### src/hdl/crc24_pkg.sv
// CRC24 constants, input/evolved/history beat structs and the 64-bit CRC step function

`default_nettype none

package crc24_pkg;

    //////////////////////////////
    // constants
    //////////////////////////////

    // generator, msb first, no reflection
    localparam logic [23:0] crc24_poly = 24'h328b63;
    // every packet starts from all ones
    localparam logic [23:0] crc24_init = 24'hffffff;
    // data word width in bits
    localparam int          word_w     = 64;

    //////////////////////////////
    // beat types
    //////////////////////////////

    // one input word as it arrives
    typedef struct packed {
        logic              sop;
        logic [word_w-1:0] data;
    } in_beat_t;

    // one word after evaluation from a zero state
    typedef struct packed {
        logic        valid;
        logic        sop;
        logic [23:0] evo;
    } evo_beat_t;

    // packet history as seen by the current beat
    typedef struct packed {
        // earlier words of this packet, capped at 3
        logic [1:0]  covered;
        // evolved word n-1
        logic [23:0] evo_n1;
        // evolved word n-2
        logic [23:0] evo_n2;
        // full CRC up to and including word n-3
        logic [23:0] roll_n3;
    } hist_t;

    //////////////////////////////
    // step function
    //////////////////////////////

    // advance a state through one word, msb first
    // the map is affine, so step(s, d) = step(s, 0) ^ step(0, d)
    function automatic logic [23:0] crc24_step(
        input logic [23:0]       state,
        input logic [word_w-1:0] data
    );
        logic [23:0] s;
        logic        fb;
        s = state;
        for (int i = word_w - 1; i >= 0; i--) begin
            // feedback is the outgoing msb mixed with the data bit
            fb = s[23] ^ data[i];
            s  = {s[22:0], 1'b0};
            if (fb) begin
                s = s ^ crc24_poly;
            end
        end
        return s;
    endfunction

endpackage

`default_nettype wire

### src/hdl/crc24_zero_adv.sv
// combinational advance of a CRC24 state through a run of 64-bit zero words

`timescale 1ns/100ps
`default_nettype none

module crc24_zero_adv import crc24_pkg::*; #(
    // number of zero words to run through, 1 to 4
    parameter int steps = 1
) (
    input  wire logic [23:0] state,
    output logic      [23:0] adv
);

    //////////////////////////////
    // step chain
    //////////////////////////////

    // chain[0] is the input state, chain[k] has seen k zero words
    logic [23:0] chain [0:steps];

    assign chain[0] = state;

    // each stage is one crc24_step with zero data
    // with zero data only the state feedback taps remain,
    // so synthesis flattens this into a plain xor matrix
    for (genvar i = 0; i < steps; i++) begin : g_step
        assign chain[i+1] = crc24_step(chain[i], {word_w{1'b0}});
    end

    //////////////////////////////
    // result
    //////////////////////////////

    // last stage is the full advance
    assign adv = chain[steps];

    // a constant state input folds the whole chain into a constant,
    // which is how the combine stage gets the advanced init states

endmodule

`default_nettype wire

### src/hdl/crc24_word_eval.sv
// input register stage producing the zero-initialized CRC24 of each accepted word

`timescale 1ns/100ps
`default_nettype none

module crc24_word_eval import crc24_pkg::*; (
    input  wire logic      clk,
    input  wire logic      arst,
    input  wire logic      ena,
    input  wire logic      in_valid,
    input  wire in_beat_t  in_beat,
    output evo_beat_t      evo_beat
);

    //////////////////////////////
    // evaluation
    //////////////////////////////

    // a word only counts with the global enable high
    logic        accept;
    // CRC of the word alone from a zero state
    logic [23:0] evo_next;

    assign accept   = ena && in_valid;
    assign evo_next = crc24_step(24'h000000, in_beat.data);

    //////////////////////////////
    // output register
    //////////////////////////////

    logic        valid_q;
    logic        sop_q;
    logic [23:0] evo_q;

    // valid follows in_valid on every enabled edge
    always_ff @(posedge clk or posedge arst) begin
        if (arst) begin
            valid_q <= 1'b0;
        end else if (ena) begin
            valid_q <= in_valid;
        end
    end

    // payload only moves on an accepted word
    always_ff @(posedge clk) begin
        if (accept) begin
            sop_q <= in_beat.sop;
            evo_q <= evo_next;
        end
    end

    assign evo_beat = '{valid: valid_q, sop: sop_q, evo: evo_q};

endmodule

`default_nettype wire

### src/hdl/crc24_history.sv
// per-packet history of the two previous evolved words, the rolling older CRC and word count

`timescale 1ns/100ps
`default_nettype none

module crc24_history import crc24_pkg::*; #(
    // zero words per history slot
    parameter int steps = 1
) (
    input  wire logic      clk,
    input  wire logic      arst,
    input  wire logic      ena,
    input  wire evo_beat_t evo_beat,
    output evo_beat_t      cur_beat,
    output hist_t          hist
);

    //////////////////////////////
    // slot state
    //////////////////////////////

    // words seen so far in this packet, saturates at 3
    logic [1:0]  count_q;
    // evolved words n-1 and n-2
    logic [23:0] n1_q;
    logic [23:0] n2_q;
    // full CRC of everything older than n-2
    logic [23:0] roll_q;

    // one-slot advances feeding the rolling CRC
    logic [23:0] roll_adv;
    logic [23:0] init_adv;

    crc24_zero_adv #(.steps(steps)) u_roll_adv (
        .state (roll_q),
        .adv   (roll_adv)
    );

    // constant after synthesis
    crc24_zero_adv #(.steps(steps)) u_init_adv (
        .state (crc24_init),
        .adv   (init_adv)
    );

    //////////////////////////////
    // slot update
    //////////////////////////////

    always_ff @(posedge clk or posedge arst) begin
        if (arst) begin
            count_q <= 2'd0;
            n1_q    <= 24'h000000;
            n2_q    <= 24'h000000;
            roll_q  <= 24'h000000;
        end else if (ena && evo_beat.valid) begin
            if (evo_beat.sop) begin
                // new packet, only this word is history now
                count_q <= 2'd1;
                n1_q    <= evo_beat.evo;
                n2_q    <= 24'h000000;
                roll_q  <= 24'h000000;
            end else begin
                if (count_q != 2'd3) begin
                    count_q <= count_q + 2'd1;
                end
                n1_q <= evo_beat.evo;
                n2_q <= n1_q;
                // first word to leave n2 starts the roll from the init state
                if (count_q == 2'd2) begin
                    roll_q <= init_adv ^ n2_q;
                end else if (count_q == 2'd3) begin
                    roll_q <= roll_adv ^ n2_q;
                end
            end
        end
    end

    //////////////////////////////
    // outputs
    //////////////////////////////

    // sop hides all history from the beat that carries it
    assign hist = '{
        covered: evo_beat.sop ? 2'd0 : count_q,
        evo_n1:  n1_q,
        evo_n2:  n2_q,
        roll_n3: roll_q
    };

    assign cur_beat = evo_beat;

endmodule

`default_nettype wire

### src/hdl/crc24_combine.sv
// alignment and xor of evolved terms into the packet CRC, with a late init-state select

`timescale 1ns/100ps
`default_nettype none

module crc24_combine import crc24_pkg::*; #(
    // zero words per history slot
    parameter int steps = 1
) (
    input  wire logic        clk,
    input  wire logic        arst,
    input  wire logic        ena,
    input  wire evo_beat_t   cur_beat,
    input  wire hist_t       hist,
    output logic             crc_valid,
    output logic      [23:0] crc_out
);

    //////////////////////////////
    // advanced init states
    //////////////////////////////

    // all constants, one per possible packet length so far
    logic [23:0] init_adv1;
    logic [23:0] init_adv2;
    logic [23:0] init_adv3;
    logic [23:0] init_adv4;

    crc24_zero_adv #(.steps(steps))     u_init_adv1 (.state(crc24_init), .adv(init_adv1));
    crc24_zero_adv #(.steps(2 * steps)) u_init_adv2 (.state(crc24_init), .adv(init_adv2));
    crc24_zero_adv #(.steps(3 * steps)) u_init_adv3 (.state(crc24_init), .adv(init_adv3));
    crc24_zero_adv #(.steps(4 * steps)) u_init_adv4 (.state(crc24_init), .adv(init_adv4));

    //////////////////////////////
    // advanced history terms
    //////////////////////////////

    // bring each older word up to the current position
    logic [23:0] n1_adv;
    logic [23:0] n2_adv;
    logic [23:0] roll_adv;

    crc24_zero_adv #(.steps(steps))     u_n1_adv   (.state(hist.evo_n1),  .adv(n1_adv));
    crc24_zero_adv #(.steps(2 * steps)) u_n2_adv   (.state(hist.evo_n2),  .adv(n2_adv));
    crc24_zero_adv #(.steps(3 * steps)) u_roll_adv (.state(hist.roll_n3), .adv(roll_adv));

    //////////////////////////////
    // first stage registers
    //////////////////////////////

    // control, delayed one cycle
    logic        valid_d;
    logic [1:0]  covered_d;
    // gated partial terms
    logic [23:0] n1_term;
    logic [23:0] n2_term;
    logic [23:0] old_term;
    // current word, latency matched
    logic [23:0] evo_r;

    always_ff @(posedge clk or posedge arst) begin
        if (arst) begin
            valid_d   <= 1'b0;
            covered_d <= 2'd0;
        end else if (ena) begin
            valid_d   <= cur_beat.valid;
            covered_d <= hist.covered;
        end
    end

    always_ff @(posedge clk) begin
        if (ena) begin
            // n-1 counts once the packet has any earlier word
            n1_term <= (hist.covered != 2'd0) ? n1_adv : 24'h000000;
            // n-2 needs at least two earlier words
            n2_term <= (hist.covered >= 2'd2) ? n2_adv : 24'h000000;
            // roll_n3 already carries the init state
            // strip the four-slot init so the late select is the same for every count
            old_term <= (hist.covered == 2'd3) ? (roll_adv ^ init_adv4) : 24'h000000;
            evo_r    <= cur_beat.evo;
        end
    end

    //////////////////////////////
    // late init select
    //////////////////////////////

    // picked after the register from the delayed count
    logic [23:0] init_term;

    always_comb begin
        case (covered_d)
            2'd0:    init_term = init_adv1;
            2'd1:    init_term = init_adv2;
            2'd2:    init_term = init_adv3;
            default: init_term = init_adv4;
        endcase
    end

    //////////////////////////////
    // output stage
    //////////////////////////////

    always_ff @(posedge clk or posedge arst) begin
        if (arst) begin
            crc_valid <= 1'b0;
            crc_out   <= crc24_init;
        end else if (ena) begin
            crc_valid <= valid_d;
            // holds between words
            if (valid_d) begin
                crc_out <= evo_r ^ init_term ^ n1_term ^ n2_term ^ old_term;
            end
        end
    end

endmodule

`default_nettype wire

### src/hdl/crc24_burst_top.sv
// top level wiring word evaluation, packet history and CRC combine

`timescale 1ns/100ps
`default_nettype none

module crc24_burst_top import crc24_pkg::*; (
    input  wire logic        clk,
    input  wire logic        arst,
    input  wire logic        ena,
    input  wire logic        in_valid,
    input  wire in_beat_t    in_beat,
    output logic             crc_valid,
    output logic      [23:0] crc_out
);

    //////////////////////////////
    // internal beats
    //////////////////////////////

    // registered evolved word
    evo_beat_t evo_beat;
    // same beat, seen alongside its history
    evo_beat_t cur_beat;
    // packet state before the current beat
    hist_t     hist;

    //////////////////////////////
    // pipeline
    //////////////////////////////

    // stage 1, CRC of each word alone
    crc24_word_eval u_word_eval (
        .clk      (clk),
        .arst     (arst),
        .ena      (ena),
        .in_valid (in_valid),
        .in_beat  (in_beat),
        .evo_beat (evo_beat)
    );

    // one 64-bit zero word per history slot
    crc24_history #(.steps(1)) u_history (
        .clk      (clk),
        .arst     (arst),
        .ena      (ena),
        .evo_beat (evo_beat),
        .cur_beat (cur_beat),
        .hist     (hist)
    );

    // stages 2 and 3, align and fold
    crc24_combine #(.steps(1)) u_combine (
        .clk       (clk),
        .arst      (arst),
        .ena       (ena),
        .cur_beat  (cur_beat),
        .hist      (hist),
        .crc_valid (crc_valid),
        .crc_out   (crc_out)
    );

endmodule

`default_nettype wire

### config.mk
export PLATFORM = sky130hd
export DESIGN_NAME = crc24_burst_top
export DESIGN_NICKNAME = d
export VERILOG_FILES = /design/src/hdl/crc24_pkg.sv /design/src/hdl/crc24_zero_adv.sv /design/src/hdl/crc24_word_eval.sv /design/src/hdl/crc24_history.sv /design/src/hdl/crc24_combine.sv /design/src/hdl/crc24_burst_top.sv
export SDC_FILE = /design/constraint.sdc
export NUM_CORES = 2
export LEC_CHECK = 0
export BUFFER_PORTS_ARGS = -buffer_cell sky130_fd_sc_hd__buf_2
export CORE_ASPECT_RATIO = 2
export CORE_UTILIZATION = 60
export DETAILED_ROUTE_END_ITERATION = 8
export PLACE_DENSITY = 0.85
export SETUP_SLACK_MARGIN = 0.15
export SKIP_CTS_REPAIR_TIMING = 1
export SLEW_MARGIN = 40
export SYNTH_ARGS = -nofsm -noshare
export SYNTH_HDL_FRONTEND = slang
export SYNTH_HIERARCHICAL = 1
export SYNTH_SLANG_ARGS = --single-unit
export TNS_END_PERCENT = 20
### constraint.sdc
create_clock -name clk -period 19.8 [get_ports clk]
set_input_delay 3.96 -clock clk [delete_from_list [all_inputs] [get_ports clk]]
set_output_delay 3.96 -clock clk [all_outputs]
set_load 0.1 [all_outputs]
==> reports/summary.txt <==
Outcome = finished clean
Worst-path clk slew = 0.06 ns
Die width = 339.0 microns
Tot GR Track Use = 30.06%
Core Region = 0.2259 sq mm
Clock Tree Buf Depth = 3
Max FO, Critical Path = 14
Detail Route Antenna Nets = 0
TritonCTS clock tree = built
DIE HEIGHT = 676.0 microns
Net count, final = 9459
Via Count = 69470
Dpl hpwl = 294500 microns
Vias in the first global route = 80720
First-pass GRT wire length = 513100 microns
Pins Over Slew Limit = 0
Total CTS buffers = 21
Clock latency on the worst-skew pair = 0.53 ns
Wire per inst = 27.65 microns
Max_slew headroom = 33.23%
Most frequent CP cell = xnor3_1
Critical path launch point type = flop
Largest net degree at the start of global routing = 79
Min-delay worst type = flop to flop
GPL Wtd Cong = 1.009
Syn Std Cell Area = 0.1363 sq mm
Final worst-path cycle share = 96.02%
Fill cell count = 16650
DRT Wirelength = 342600 microns
CTS H-Tree Depth = 1
Synthesis warning total = 6
Total grt overflow = 0
Slowest stage delay, CP = 0.77 ns
Drc violations = 0
Layout cell share with drive strength beyond 1 = 13.30%
Setup CP Type = flop to flop
Setup Viol. Count Final = 0
FP Rows = 247
Via-to-Cell Ratio = 5.607
Clock sinks = 224
Post-route minimum period = 19.01 ns
Initial antenna violation count = 3
Mapped Cells = 9235
Max Cap Violations = 0
Syn_area_per_cell = 14.76 sq um
Final setup TNS = 0 ns
DR iter-0 viols = 3155
CTS Root Cell = clkbuf_16
WP data required = 20.04 ns
Clk_skew = 0.03397 ns
Synth-to-Final Area Change = 3.302%
I/O Buffers = 93
CP max-delay cell = xnor3_1
Fmax = 52.60 MHz
DRT Pass-1 Iters = 5
RSZ-0062 raised after global routing = false
CP arrival = 19.25 ns
Critical Path End Type = flop
# IOs = 94
Worst Tran Pin Value = 0.9944 ns
Final Hold Viols = 0
Die Area = 0.2291 sq mm
Starting Density = 60.32%
[layout make-up]
cell class	count	area, sq um	area share (%)
timing repair buffer	108	591.8	0.4204
tap	2988	3739	2.656
clock inverter	8	51.30	0.03644
antenna	1	2.502	0.001778
multi-input combinational	9020	129400	91.94
clock buffer	29	659.4	0.4684
sequential	224	6250	4.440
inverter	13	50.05	0.03555
[layer usage]
layer / part of all wire, % / vias up / wire length (microns) / global-route usage [%]
met5: 0.0041 / - / 14 / 0
met4: 11 / 2 / 38080 / 27.63
met3: 2.5 / 1447 / 8412 / 2.427
met2: 58 / 2204 / 197900 / 60.55
met1: 29 / 34450 / 98220 / 25.23
li1: - / 31370 / - / -
[worst max-delay path, delay by kind of cell, from the launching register on]
kind | cells | cell delay [ns]
xor+xnor | 37 | 17.90
flops | 1 | 0.68
simple gates | 1 | 0.08
[cell usage in the layout, fill, tap and decap left out, types with 25 or more instances in the layout]
cell and count:
o21ai_0 30, xnor2_4 61, conb_1 201, edfxtp_1 121, xor2_2 147, nor2_1 25, buf_2 92, nand2_1 74
mux2_2 28, xnor3_2 324, xor3_2 92, xor3_1 458, xnor2_1 3326, a22o_1 25, xnor2_2 345, xor2_1 1325
dfrtp_1 72, xnor3_1 2382, xor2_4 33
[final timing paths]
path / startpoint / endpoint / cells past startpoint / slack, ns
hold / removal: u_word_eval/evo_q[22] / u_combine/evo_r[22] / 0 / 0.46
min in group asynchronous: arst / u_word_eval/valid_q / 2 / 3.34
hold reg to reg: u_word_eval/evo_q[22] / u_combine/evo_r[22] / 0 / 0.46
setup reg to reg: u_history/roll_q[17] / u_combine/old_term[6] / 38 / 0.79
setup / recovery: u_history/roll_q[17] / u_combine/old_term[6] / 38 / 0.79
max in group asynchronous: arst / u_history/roll_q[18] / 3 / 15.59
[flip-flops by register name, summed over array words and instances (netlist names), 24 cells and up]
register	count
u_combine/crc_out	24
u_combine/evo_r	24
u_combine/n1_term	24
u_combine/n2_term	24
u_combine/old_term	24
u_history/n1_q	24
u_history/n2_q	24
u_history/roll_q	24
u_word_eval/evo_q	24
[metrics by stage]
step | instance area (sq um) | utilization (%) | setup WS, ns | std cells | hold slack [ns]
6_report | 140800 | 62.31 | 0.7885 | 12390 | 0.4606
5_1_grt | 140800 | 62.31 | 0.1475 | 12390 | 0.4871
4_1_cts | 140700 | 62.28 | 0.6892 | 12390 | 0.4648
3_5_place_dp | 140000 | 61.97 | 0.8479 | 12350 | 0.4414
3_3_place_gp | 139900 | 61.94 | 1.042 | 12350 | 0.4340
2_1_floorplan | 137000 | - | 3.756 | 9434 | 0.4810
Power is not shown: default switching activity piles up to over one toggle a cycle in this logic, so the estimate is an artifact.
